$ cat src/hdl/stream_pkg.sv
/*
 * stream FIFO definitions
 * status flags shared by the FIFOs, the decoupler and the top,
 * plus the default FIFO depth
 */

package stream_pkg;

  // default number of entries in each decoupling FIFO
  localparam int unsigned DEFAULT_FIFO_DEPTH = 4;

  // FIFO status as seen by the surrounding logic
  typedef struct packed {
    logic empty;         // no entry stored
    logic full;          // no free slot left
    logic push_pending;  // push offered while full
  } fifo_flags_t;

endpackage

$ cat src/hdl/tcdm_pkg.sv
/*
 * TCDM memory port definitions
 * widths of the data memory port and the request and response payloads
 */

package tcdm_pkg;

  localparam int unsigned ADDR_W    = 10;          // byte address
  localparam int unsigned DATA_W    = 32;
  localparam int unsigned USER_W    = 4;
  localparam int unsigned BE_W      = DATA_W / 8;  // one enable per byte
  localparam int unsigned MEM_WORDS = 256;         // bank size in words

  typedef logic [ADDR_W-1:0] tcdm_addr_t;
  typedef logic [DATA_W-1:0] tcdm_data_t;
  typedef logic [BE_W-1:0]   tcdm_be_t;
  typedef logic [USER_W-1:0] tcdm_user_t;

  // request payload, carried through the outgoing FIFO
  typedef struct packed {
    tcdm_addr_t add;
    tcdm_data_t data;
    tcdm_be_t   be;
    logic       wen;   // low for a write
    tcdm_user_t user;
  } tcdm_req_t;

  // response payload, carried through the incoming FIFO
  typedef struct packed {
    tcdm_data_t data;
    tcdm_user_t user;  // echoed from the request
  } tcdm_rsp_t;

endpackage

$ cat src/hdl/stream_fifo.sv
/*
 * stream FIFO
 * registered valid/ready circular buffer with synchronous clear,
 * no fall-through, reports empty, full and pushes offered while full
 */

`timescale 1ns/1ps

module stream_fifo #(
  parameter int unsigned DEPTH     = stream_pkg::DEFAULT_FIFO_DEPTH,
  parameter type         payload_t = logic [31:0]
) (
  input  logic                    clk_i,
  input  logic                    rst_ni,
  input  logic                    clear_i,

  input  logic                    push_valid_i,
  input  payload_t                push_data_i,
  output logic                    push_ready_o,

  output logic                    pop_valid_o,
  output payload_t                pop_data_o,
  input  logic                    pop_ready_i,

  output stream_pkg::fifo_flags_t flags_o
);

  localparam int unsigned PTR_W = (DEPTH > 1) ? $clog2(DEPTH) : 1;
  localparam int unsigned CNT_W = $clog2(DEPTH + 1);

  payload_t         mem_q [DEPTH];  // storage, no reset needed
  logic [PTR_W-1:0] wr_ptr_q;
  logic [PTR_W-1:0] rd_ptr_q;
  logic [CNT_W-1:0] count_q;
  logic             full;
  logic             empty;
  logic             push;
  logic             pop;

  function automatic logic [PTR_W-1:0] next_ptr(input logic [PTR_W-1:0] ptr);
    return (ptr == PTR_W'(DEPTH - 1)) ? '0 : ptr + 1'b1;
  endfunction

  assign full  = (count_q == CNT_W'(DEPTH));
  assign empty = (count_q == '0);

  assign push = push_valid_i & ~full;
  assign pop  = pop_ready_i & ~empty;

  assign push_ready_o = ~full;
  assign pop_valid_o  = ~empty;
  assign pop_data_o   = mem_q[rd_ptr_q];

  always_ff @(posedge clk_i or negedge rst_ni) begin
    if (!rst_ni) begin
      wr_ptr_q <= '0;
      rd_ptr_q <= '0;
      count_q  <= '0;
    end else if (clear_i) begin
      wr_ptr_q <= '0;
      rd_ptr_q <= '0;
      count_q  <= '0;
    end else begin
      if (push) wr_ptr_q <= next_ptr(wr_ptr_q);
      if (pop)  rd_ptr_q <= next_ptr(rd_ptr_q);
      case ({push, pop})
        2'b10:   count_q <= count_q + 1'b1;
        2'b01:   count_q <= count_q - 1'b1;
        default: count_q <= count_q;  // idle, or in and out together
      endcase
    end
  end

  always_ff @(posedge clk_i) begin
    if (push) mem_q[wr_ptr_q] <= push_data_i;
  end

  assign flags_o = '{
    empty:        empty,
    full:         full,
    push_pending: push_valid_i & full
  };

endmodule

$ cat src/hdl/tcdm_fifo_decoupler.sv
/*
 * TCDM FIFO decoupler
 * queues requests toward the memory and responses back to the core,
 * issues only while the response FIFO has room
 */

`timescale 1ns/1ps

module tcdm_fifo_decoupler #(
  parameter int unsigned FIFO_DEPTH = stream_pkg::DEFAULT_FIFO_DEPTH
) (
  input  logic                    clk_i,
  input  logic                    rst_ni,
  input  logic                    clear_i,

  // processing element side
  input  logic                    req_i,
  input  tcdm_pkg::tcdm_req_t     req_payload_i,
  output logic                    gnt_o,
  output logic                    r_valid_o,
  output tcdm_pkg::tcdm_rsp_t     r_payload_o,
  input  logic                    lrdy_i,

  // memory side
  output logic                    mem_req_o,
  output tcdm_pkg::tcdm_req_t     mem_req_payload_o,
  input  logic                    mem_gnt_i,
  input  logic                    mem_r_valid_i,
  input  tcdm_pkg::tcdm_rsp_t     mem_r_payload_i,

  output stream_pkg::fifo_flags_t flags_o
);

  import stream_pkg::*;
  import tcdm_pkg::*;

  fifo_flags_t flags_outgoing;
  fifo_flags_t flags_incoming;

  logic        outgoing_pop_valid;
  logic        outgoing_pop_ready;
  logic        incoming_not_full;
  logic        incoming_push_valid;
  tcdm_rsp_t   incoming_push_data;

  logic        capture_valid_q;  // response waiting for a free slot
  tcdm_rsp_t   capture_data_q;

  // live response wins over the held one
  assign incoming_push_valid = mem_r_valid_i | capture_valid_q;
  assign incoming_push_data  = mem_r_valid_i ? mem_r_payload_i : capture_data_q;

  always_ff @(posedge clk_i or negedge rst_ni) begin
    if (!rst_ni) begin
      capture_valid_q <= 1'b0;
    end else if (clear_i) begin
      capture_valid_q <= 1'b0;
    end else if (mem_r_valid_i && incoming_not_full) begin
      capture_valid_q <= 1'b0;  // live one goes straight in
    end else if (mem_r_valid_i) begin
      capture_valid_q <= 1'b1;  // FIFO full, park it
    end else if (capture_valid_q && incoming_not_full) begin
      capture_valid_q <= 1'b0;  // parked one drained
    end
  end

  always_ff @(posedge clk_i) begin
    if (mem_r_valid_i) capture_data_q <= mem_r_payload_i;
  end

  stream_fifo #(
    .DEPTH     ( FIFO_DEPTH ),
    .payload_t ( tcdm_rsp_t )
  ) u_fifo_incoming (
    .clk_i        ( clk_i               ),
    .rst_ni       ( rst_ni              ),
    .clear_i      ( clear_i             ),
    .push_valid_i ( incoming_push_valid ),
    .push_data_i  ( incoming_push_data  ),
    .push_ready_o ( incoming_not_full   ),
    .pop_valid_o  ( r_valid_o           ),
    .pop_data_o   ( r_payload_o         ),
    .pop_ready_i  ( lrdy_i              ),
    .flags_o      ( flags_incoming      )
  );

  // a request leaves only when its response is sure to find room
  assign mem_req_o          = outgoing_pop_valid & incoming_not_full;
  assign outgoing_pop_ready = mem_gnt_i & incoming_not_full;

  stream_fifo #(
    .DEPTH     ( FIFO_DEPTH ),
    .payload_t ( tcdm_req_t )
  ) u_fifo_outgoing (
    .clk_i        ( clk_i              ),
    .rst_ni       ( rst_ni             ),
    .clear_i      ( clear_i            ),
    .push_valid_i ( req_i              ),
    .push_data_i  ( req_payload_i      ),
    .push_ready_o ( gnt_o              ),
    .pop_valid_o  ( outgoing_pop_valid ),
    .pop_data_o   ( mem_req_payload_o  ),
    .pop_ready_i  ( outgoing_pop_ready ),
    .flags_o      ( flags_outgoing     )
  );

  assign flags_o = '{
    empty:        flags_outgoing.empty & flags_incoming.empty,
    full:         flags_outgoing.full,
    push_pending: flags_outgoing.push_pending
  };

endmodule

$ cat config.mk
export PLATFORM = sky130hd
export DESIGN_NAME = tcdm_fifo_decoupler
export DESIGN_NICKNAME = d
export VERILOG_FILES = /design/src/hdl/stream_pkg.sv /design/src/hdl/tcdm_pkg.sv /design/src/hdl/stream_fifo.sv /design/src/hdl/tcdm_fifo_decoupler.sv
export SDC_FILE = /design/constraint.sdc
export NUM_CORES = 1
export LEC_CHECK = 0
export BUFFER_PORTS_ARGS = -buffer_cell sky130_fd_sc_hd__buf_4
export CAP_MARGIN = 20
export CELL_PAD_IN_SITES_DETAIL_PLACEMENT = 1
export CELL_PAD_IN_SITES_GLOBAL_PLACEMENT = 2
export CORE_MARGIN = 5
export CORE_UTILIZATION = 44
export CTS_CLUSTER_DIAMETER = 150
export CTS_CLUSTER_SIZE = 24
export DETAILED_ROUTE_END_ITERATION = 16
export MAX_ROUTING_LAYER = met4
export PLACE_DENSITY_LB_ADDON = 0.1
export SLEW_MARGIN = 10
export SYNTH_ARGS = -nofsm -noshare
export SYNTH_HDL_FRONTEND = slang
export SYNTH_SLANG_ARGS = --single-unit
export TNS_END_PERCENT = 100
$ cat constraint.sdc
create_clock -name clk_i -period 3.19 [get_ports clk_i]
set_input_delay 0.1595 -clock clk_i [delete_from_list [all_inputs] [get_ports clk_i]]
set_output_delay 0.1595 -clock clk_i [all_outputs]
set_load 0.02 [all_outputs]
==> run_results.csv, run 1 <==
group,metric,value,unit
floorplanning,die_x,193.5,um
sta,holdWs,0.03236,ns
detailed_routing,post-route-drc-count,0,
critical_path,reg2reg_slack,0.70,ns
critical_path,rr_worst_depth,8,
cts,clockBufferDepth,3,
cts,cts_tree,"built",
global_routing,use_met1,21.38,%
sta,finalCritPeriodShare,77.97,%
sta,fin_tns_setup,0,ns
sta,hold_viol,0,
logic_synthesis,netlist_instances,659,
floorplanning,floorplan.initialDensity,44.39,%
pwr,powerDensity,713.4,mW/mm2
pwr,ir_drop,0.5891,mV
floorplanning,io_pins,187,
cts,cts_buffers,20,
worst_hold_path,hp-class,"in2async",
logic_synthesis,syn-cell-area,0.01481,mm2
critical_path,cp.arrival,2.92,ns
logic_synthesis,avgSynthCellArea,22.48,um2
global_routing,grt_use_met2,28.80,%
floorplanning,die-area,0.03743,mm2
finish,area_delta_synth_final,23.71,%
sta,max_freq,402.0,MHz
job,maxCapViolCount,0,
logic_synthesis,synth_top_cell_area_share,70.55,%
pwr,finalPower,13.07,mW
critical_path,path_max_fanout,11,
global_routing,grt.overflow.total,0,
sta,setup_violations,0,
placed_design,dp_hpwl,19290,um
global_routing,busiest_layer,"met2",
critical_path,reg2reg_to,"u_fifo_outgoing.count_q[1]$_DFFE_PN0P_",
detailed_routing,first_pass_iters,5,
floorplanning,dieHeight,193.5,um
logic_synthesis,synth_area_leaders,"edfxtp_1 (71%), mux4_2 (13%), dfxtp_1 (4.9%)",
detailed_routing,vias,7190,
cts,clock-sinks,399,
critical_path,crit-reg2reg-launch,"u_fifo_incoming.count_q[1]$_DFFE_PN0P_",
global_routing,grt_start_max_net_pins,49,
placed_design,io_buffers,186,
sta,period_needed,2.487,ns
sta,fin_skew,0.01653,ns
logic_synthesis,ys.flop_type,"edfxtp_1",
detailed_routing,vias_per_cell,5.117,
global_routing,grtUsageMet3,3.079,%
cts,htree_levels,1,
logic_synthesis,synth.most_common_cell,"edfxtp_1",
pwr,p_leak,6.284,nW
cts,path_clk_slew,0.11,ns
logic_synthesis,yosys_warnings,0,
critical_path,path_class,"reg2reg",
sta,grt_setup_unrepaired,"false",
detailed_routing,wirelength,30490,um
global_routing,grt_pass1_wl,48000,um
critical_path,cp-start-kind,"flop",
floorplanning,core,0.03336,mm2
detailed_routing,drtIter0Drc,314,
logic_synthesis,async_reset_ff_share,3.759,%
logic_synthesis,ys_seq_area_share,77.95,%
floorplanning,rows,67,
logic_synthesis,synth_edf_count,348,
logic_synthesis,syn_nets,764,
sta,tightest_slew,1.012,ns
critical_path,worstPathRequired,3.62,ns
detailed_routing,wire_per_inst,21.70,um
placed_design,globalplace.congestion,0.7491,
detailed_routing,antenna_left,0,
global_routing,grt_pass1_vias,8009,
global_routing,grtUsageTotal,16.70,%
logic_synthesis,ys_types,48,
global_routing,antenna_found_initial,3,
logic_synthesis,synth.largest_area_cell,"edfxtp_1",
logic_synthesis,synthTopCellsByCount,"edfxtp_1 (348), mux4_2 (87), dfxtp_1 (36), mux2_2 (36)",
run_status,status,"completed",
logic_synthesis,synth-seq-cells,399,
sta,drv_slew,0,
finish,drive_above_1_share,38.47,%
sta,maxSlewHeadroom,32.56,%
cts,cts_setup_buffers,0,
cts,insertion_delay,0.53,ns
critical_path,cp-end-kind,"flop",
cts,cts_root_buffer,"clkbuf_16",
finish,layout.nets,1046,
## cell type report
class / count / area [um2]
well taps: 448 / 560.5
clock inverters: 1 / 11.26
clock buffers: 34 / 574.3
flip-flops and latches: 399 / 11550
diodes: 3 / 7.507
inverters: 8 / 30.03
repair buffers: 292 / 2495
multi-input cells: 220 / 3092
fillers: 3008 / 15040
## metal layers
layer | vias up | wire, um
met5 | - | 0
met4 | 0 | 374
met3 | 26 | 1385
met2 | 160 | 15960
met1 | 3752 | 12770
li1 | 3252 | -
## through the flow
step           area, um2  cells  utilization, %  worst slack, ns
6_report           18320   1405           54.92           0.7027
5_1_grt            18320   1405           54.92           0.5464
4_1_cts            18320   1402           54.90           0.6161
3_5_place_dp       16820   1276           50.41           0.7321
3_3_place_gp       16820   1276           50.41           0.9060
2_1_floorplan      14810    659               -           0.6246
## worst max-delay path, cell delays in order, from the launching register on
cell	delay, ns
dfrtp_1	0.46
or3b_4	0.51
o211ai_2	0.16
a21oi_1	0.10
fa_1	0.53
nor2_1	0.06
a31oi_1	0.16
o21ai_0	0.15
a221oi_1	0.25
## power by group
part / switching [mW] / total [mW] / leakage, nW / internal (mW)
combinational: 1.96 / 3.72 / 2.31 / 1.75
sequential: 0.277 / 6.58 / 3.69 / 6.31
clock: 1.52 / 2.77 / 0.280 / 1.25
## state kept, by name, summed over array words and instances, names as in the netlist
| register | count |
|---|---|
| u_fifo_incoming.rd_ptr_q | 2 |
| u_fifo_outgoing.count_q | 3 |
| u_fifo_outgoing.mem_q | 204 |
| u_fifo_incoming.mem_q | 144 |
| capture_valid_q | 1 |
| u_fifo_outgoing.wr_ptr_q | 2 |
| u_fifo_outgoing.rd_ptr_q | 2 |
| u_fifo_incoming.wr_ptr_q | 2 |
| u_fifo_incoming.count_q | 3 |
| capture_data_q | 36 |
## worst max-delay path by stage
stage                                            start                                     end  slack [ns]  cells past startpoint
5_1_grt        u_fifo_outgoing.rd_ptr_q[0]$_DFFE_PN0P_                   mem_req_payload_o[22]        0.55                      3
4_1_cts        u_fifo_outgoing.rd_ptr_q[0]$_DFFE_PN0P_                   mem_req_payload_o[22]        0.62                      3
6_report        u_fifo_incoming.count_q[1]$_DFFE_PN0P_  u_fifo_outgoing.count_q[1]$_DFFE_PN0P_        0.70                      8
3_3_place_gp    u_fifo_incoming.count_q[1]$_DFFE_PN0P_  u_fifo_outgoing.count_q[1]$_DFFE_PN0P_        0.91                      8
2_1_floorplan   u_fifo_outgoing.count_q[2]$_DFFE_PN0P_   u_fifo_outgoing.mem_q[0][0]$_DFFE_PP_        0.62                      4
3_5_place_dp    u_fifo_incoming.count_q[0]$_DFFE_PN0P_  u_fifo_outgoing.count_q[1]$_DFFE_PN0P_        0.73                      8
## kinds of logic (layout without fill, tap and decap cells)
logic type | after synthesis | in the layout | synth area share, %
other | 0 | 3 | 0
and+or+nand+nor | 54 | 54 | 2.087
AOI/OAI and AO/OA | 23 | 23 | 1.141
DFF | 399 | 399 | 77.95
xor gates and xnor gates | 4 | 4 | 0.2366
adders and majority gates | 11 | 11 | 1.031
muxes | 128 | 128 | 16.31
buffers and inverters | 40 | 335 | 1.242
## repair_timing
action / CTS / global route
endpoints found under the hold margin: 399 / 0
hold buffers: 91 / 0
gates resized for setup: 0 / 0
## placed cells by master, fill, tap and decap left out, types with 3 or more instances in the layout
master and count:
a21oi_1 7, and3_2 8, buf_12 6, buf_4 195, clkbuf_1 13, clkbuf_16 21, dfrtp_1 11, dfrtp_2 3
dfxtp_1 36, diode_2 3, dlygate4sd3_1 91, edfxtp_1 348, ha_1 9, inv_1 8, mux2_2 36, mux2i_1 4
mux4_2 87, nand2_1 7, nand3_1 3, nor2_1 15, nor3_1 3, o21ai_0 4, or2_2 3, or3_1 3
Power figures use the tool's default switching activity.
==> inputs of run 2 (changes only) <==
--- a/config.mk
+++ b/config.mk
@@ -5,12 +5,13 @@
 export SDC_FILE = /design/constraint.sdc
 export NUM_CORES = 1
 export LEC_CHECK = 0
+export ABC_AREA = 1
 export BUFFER_PORTS_ARGS = -buffer_cell sky130_fd_sc_hd__buf_4
 export CAP_MARGIN = 20
 export CELL_PAD_IN_SITES_DETAIL_PLACEMENT = 1
 export CELL_PAD_IN_SITES_GLOBAL_PLACEMENT = 2
 export CORE_MARGIN = 5
-export CORE_UTILIZATION = 44
+export CORE_UTILIZATION = 41
 export CTS_CLUSTER_DIAMETER = 150
 export CTS_CLUSTER_SIZE = 24
 export DETAILED_ROUTE_END_ITERATION = 16
==> constraint.sdc (replaced) <==
create_clock -name clk_i -period 2.6 [get_ports clk_i]
set_input_delay 0.13 -clock clk_i [delete_from_list [all_inputs] [get_ports clk_i]]
set_output_delay 0.13 -clock clk_i [all_outputs]
set_load 0.02 [all_outputs]
==> run_results.csv, run 2 <==
group,metric,value,unit
logic_synthesis,syn-cell-area,0.01508,mm2
floorplanning,floorplan.initialDensity,41.40,%
detailed_routing,antenna_left,0,
logic_synthesis,netlist_instances,1059,
job,maxCapViolCount,0,
critical_path,max_stage_delay,0.66,ns
global_routing,grt_start_max_net_pins,74,
critical_path,path_max_fanout,36,
placed_design,dp_hpwl,20430,um
logic_synthesis,synth_top_cell_area_share,69.28,%
cts,cts_root_buffer,"clkbuf_16",
cts,path_clk_slew,0.10,ns
sta,finalCritPeriodShare,92.28,%
global_routing,antenna_found_initial,0,
cts,insertion_delay,0.53,ns
pwr,ir_drop,0.6903,mV
sta,period_needed,2.399,ns
logic_synthesis,avgSynthCellArea,14.24,um2
logic_synthesis,synth.largest_area_cell,"edfxtp_1",
global_routing,grt_pass1_vias,9852,
global_routing,grtUsageTotal,17.66,%
global_routing,grt_pass1_wl,55970,um
placed_design,io_buffers,186,
cts,clockBufferDepth,3,
pwr,p_leak,6.659,nW
sta,drv_slew,0,
finish,largest_register_ff_count,204,
logic_synthesis,yosys_warnings,0,
cts,htree_levels,1,
floorplanning,dieHeight,201.8,um
detailed_routing,drtIter0Drc,402,
logic_synthesis,synthTopCellsByCount,"edfxtp_1 (348), nor2_1 (191), o21ai_0 (143), o22ai_1 (87), o21ai_1 (40)",
placed_design,globalplace.congestion,0.7388,
global_routing,grt.overflow.total,0,
sta,hold_viol,0,
finish,fin_area,0.01864,mm2
finish,final_cells,1805,
finish,regMostFlops,"u_fifo_outgoing.mem_q",
cts,clock-sinks,399,
run_status,status,"completed",
floorplanning,die-area,0.04073,mm2
critical_path,cp-start-kind,"flop",
logic_synthesis,synth_edf_count,348,
detailed_routing,post-route-drc-count,0,
finish,multi_input_area,0.003144,mm2
sta,tightest_slew,0.7854,ns
pwr,finalPower,18.35,mW
finish,area_delta_synth_final,23.56,%
pwr,powerDensity,984.8,mW/mm2
finish,num-fill-cells,3588,
critical_path,cp-end-kind,"primary output",
worst_hold_path,hp-class,"in2reg",
detailed_routing,vias_per_cell,5.155,
floorplanning,core,0.03643,mm2
sta,setup_violations,0,
finish,layout_commonest_cell,"edfxtp_1",
finish,layout.nets,1428,
detailed_routing,wirelength,35640,um
sta,grt_setup_unrepaired,"false",
sta,fin_skew,0.02364,ns
critical_path,path_cells,"buf_4, o21ai_0, o22ai_1, buf_4",
placed_design,place_inst,1674,
cts,cts_tree,"built",
sta,maxSlewHeadroom,47.64,%
placed_design,placed_cell_area,0.01710,mm2
sta,fin_tns_setup,0,ns
critical_path,path_class,"reg2out",
finish,layout_common_cells,"edfxtp_1 (348), buf_4 (198), nor2_1 (183)",
critical_path,cp_common_cell,"buf_4",
logic_synthesis,syn_nets,1164,
critical_path,slowest_stage,"dfrtp_2",
logic_synthesis,synth-seq-cells,399,
finish,reg_top3,"u_fifo_outgoing.mem_q x204, u_fifo_incoming.mem_q x144, capture_data_q x36",
detailed_routing,wire_per_inst,19.74,um
logic_synthesis,ys_types,32,
sta,max_freq,416.8,MHz
logic_synthesis,ys.flop_type,"edfxtp_1",
finish,seq_area,0.01155,mm2
logic_synthesis,async_reset_ff_share,3.759,%
critical_path,worstPathRequired,2.47,ns
logic_synthesis,synth.most_common_cell,"edfxtp_1",
critical_path,cp.arrival,2.27,ns
logic_synthesis,synth_area_leaders,"edfxtp_1 (69%), dfxtp_1 (4.8%), nor2_1 (4.8%)",
detailed_routing,vias,9304,
logic_synthesis,ys_seq_area_share,76.54,%
finish,drive_above_1_share,22.51,%
detailed_routing,first_pass_iters,5,
floorplanning,io_pins,187,
finish,n_antenna_cell,0,
cts,cts_resized,0,
floorplanning,rows,70,
floorplanning,die_x,201.8,um
cts,cts_buffers,20,
run 2: cell count changes after synthesis, sizes merged, moves of 4 or more:
cell	change
mux2i	-4
nand2	+26
nor2	+180
mux4	-87
a21oi	-5
and3	-9
inv	+21
clkbuf	+23
nand4	+4
o22ai	+87
nand3	+7
buf	+7
o21ai	+179
run 2: stage by stage:
| step | hold WS [ns] | setup slack (ns) | util, % |
|---|---|---|---|
| floorplan | -0.1656 | -0.7243 | - |
| global placement | 0.007189 | 0.5860 | 46.93 |
| detailed placement | 0.01013 | 0.5189 | 46.93 |
| CTS | 0.2925 | 0.1572 | 51.15 |
| global route | 0.3169 | 0.04493 | 51.15 |
| finish | 0.3410 | 0.2006 | 51.15 |
run 2: path summary, 6_finish.rpt:
kind	start	end	slack (ns)	cells past startpoint
worst max-delay path	u_fifo_outgoing.rd_ptr_q[0]$_DFFE_PN0P_	mem_req_payload_o[26]	0.20	4
worst min-delay path	req_payload_i[22]	u_fifo_outgoing.mem_q[1][22]$_DFFE_PP_	0.34	2
worst max register to register	u_fifo_outgoing.count_q[0]$_DFFE_PN0P_	u_fifo_outgoing.count_q[2]$_DFFE_PN0P_	0.51	12
worst min register to register	capture_data_q[8]$_DFF_P_	capture_data_q[8]$_DFF_P_	0.52	1
max in group asynchronous	rst_ni	u_fifo_incoming.rd_ptr_q[0]$_DFFE_PN0P_	1.30	3
min in group asynchronous	rst_ni	u_fifo_outgoing.rd_ptr_q[1]$_DFFE_PN0P_	0.75	3
run 2: routing by layer:
layer  track usage (%)  vias up  routed length, um
li1                  -     4417                  -
met1             22.91     4721              16110
met2             30.33      129              17830
met3             2.374       37               1129
met4             3.247        0                563
met5                 -        -                  0
run 2: final cells by class:
cell class,count,share of cell area [%]
clock buffer,35,3.101
tap,468,3.142
multi-input combinational,568,16.87
clock inverter,1,0.06042
sequential,399,61.96
timing repair buffer,304,14.26
inverter,30,0.6042
run 2: logic make-up (layout without fill, tap and decap cells):
kind of cell	after synthesis	count (layout)	share of synthesized area, %
AOI/OAI and AO/OA	273	273	9.846
xor gates and xnor gates	2	2	0.1161
adders and majority gates	11	11	1.012
buffers and inverters	92	370	3.011
DFF	399	399	76.54
muxes	36	36	2.687
and+or+nand+nor	246	246	6.785
run 2: power breakdown:
part	internal, mW	total (mW)	switching [mW]	leakage, nW
registers	7.79	8.06	0.261	3.69
logic	2.47	6.88	4.41	2.68
clock network	1.54	3.42	1.88	0.281
total	11.8	18.4	6.55	6.66
run 2: what timing repair did:
item,4_1_cts,5_1_grt
hold endpoints to repair,409,0
setup buffers,0,0
hold buffers,95,0
run 2: worst max-delay path: cells and delay by family (launching register included):
kind / cells / cell delay, ns
flops: 1 / 0.66
buf+inv: 2 / 0.61
compound gates: 2 / 0.44
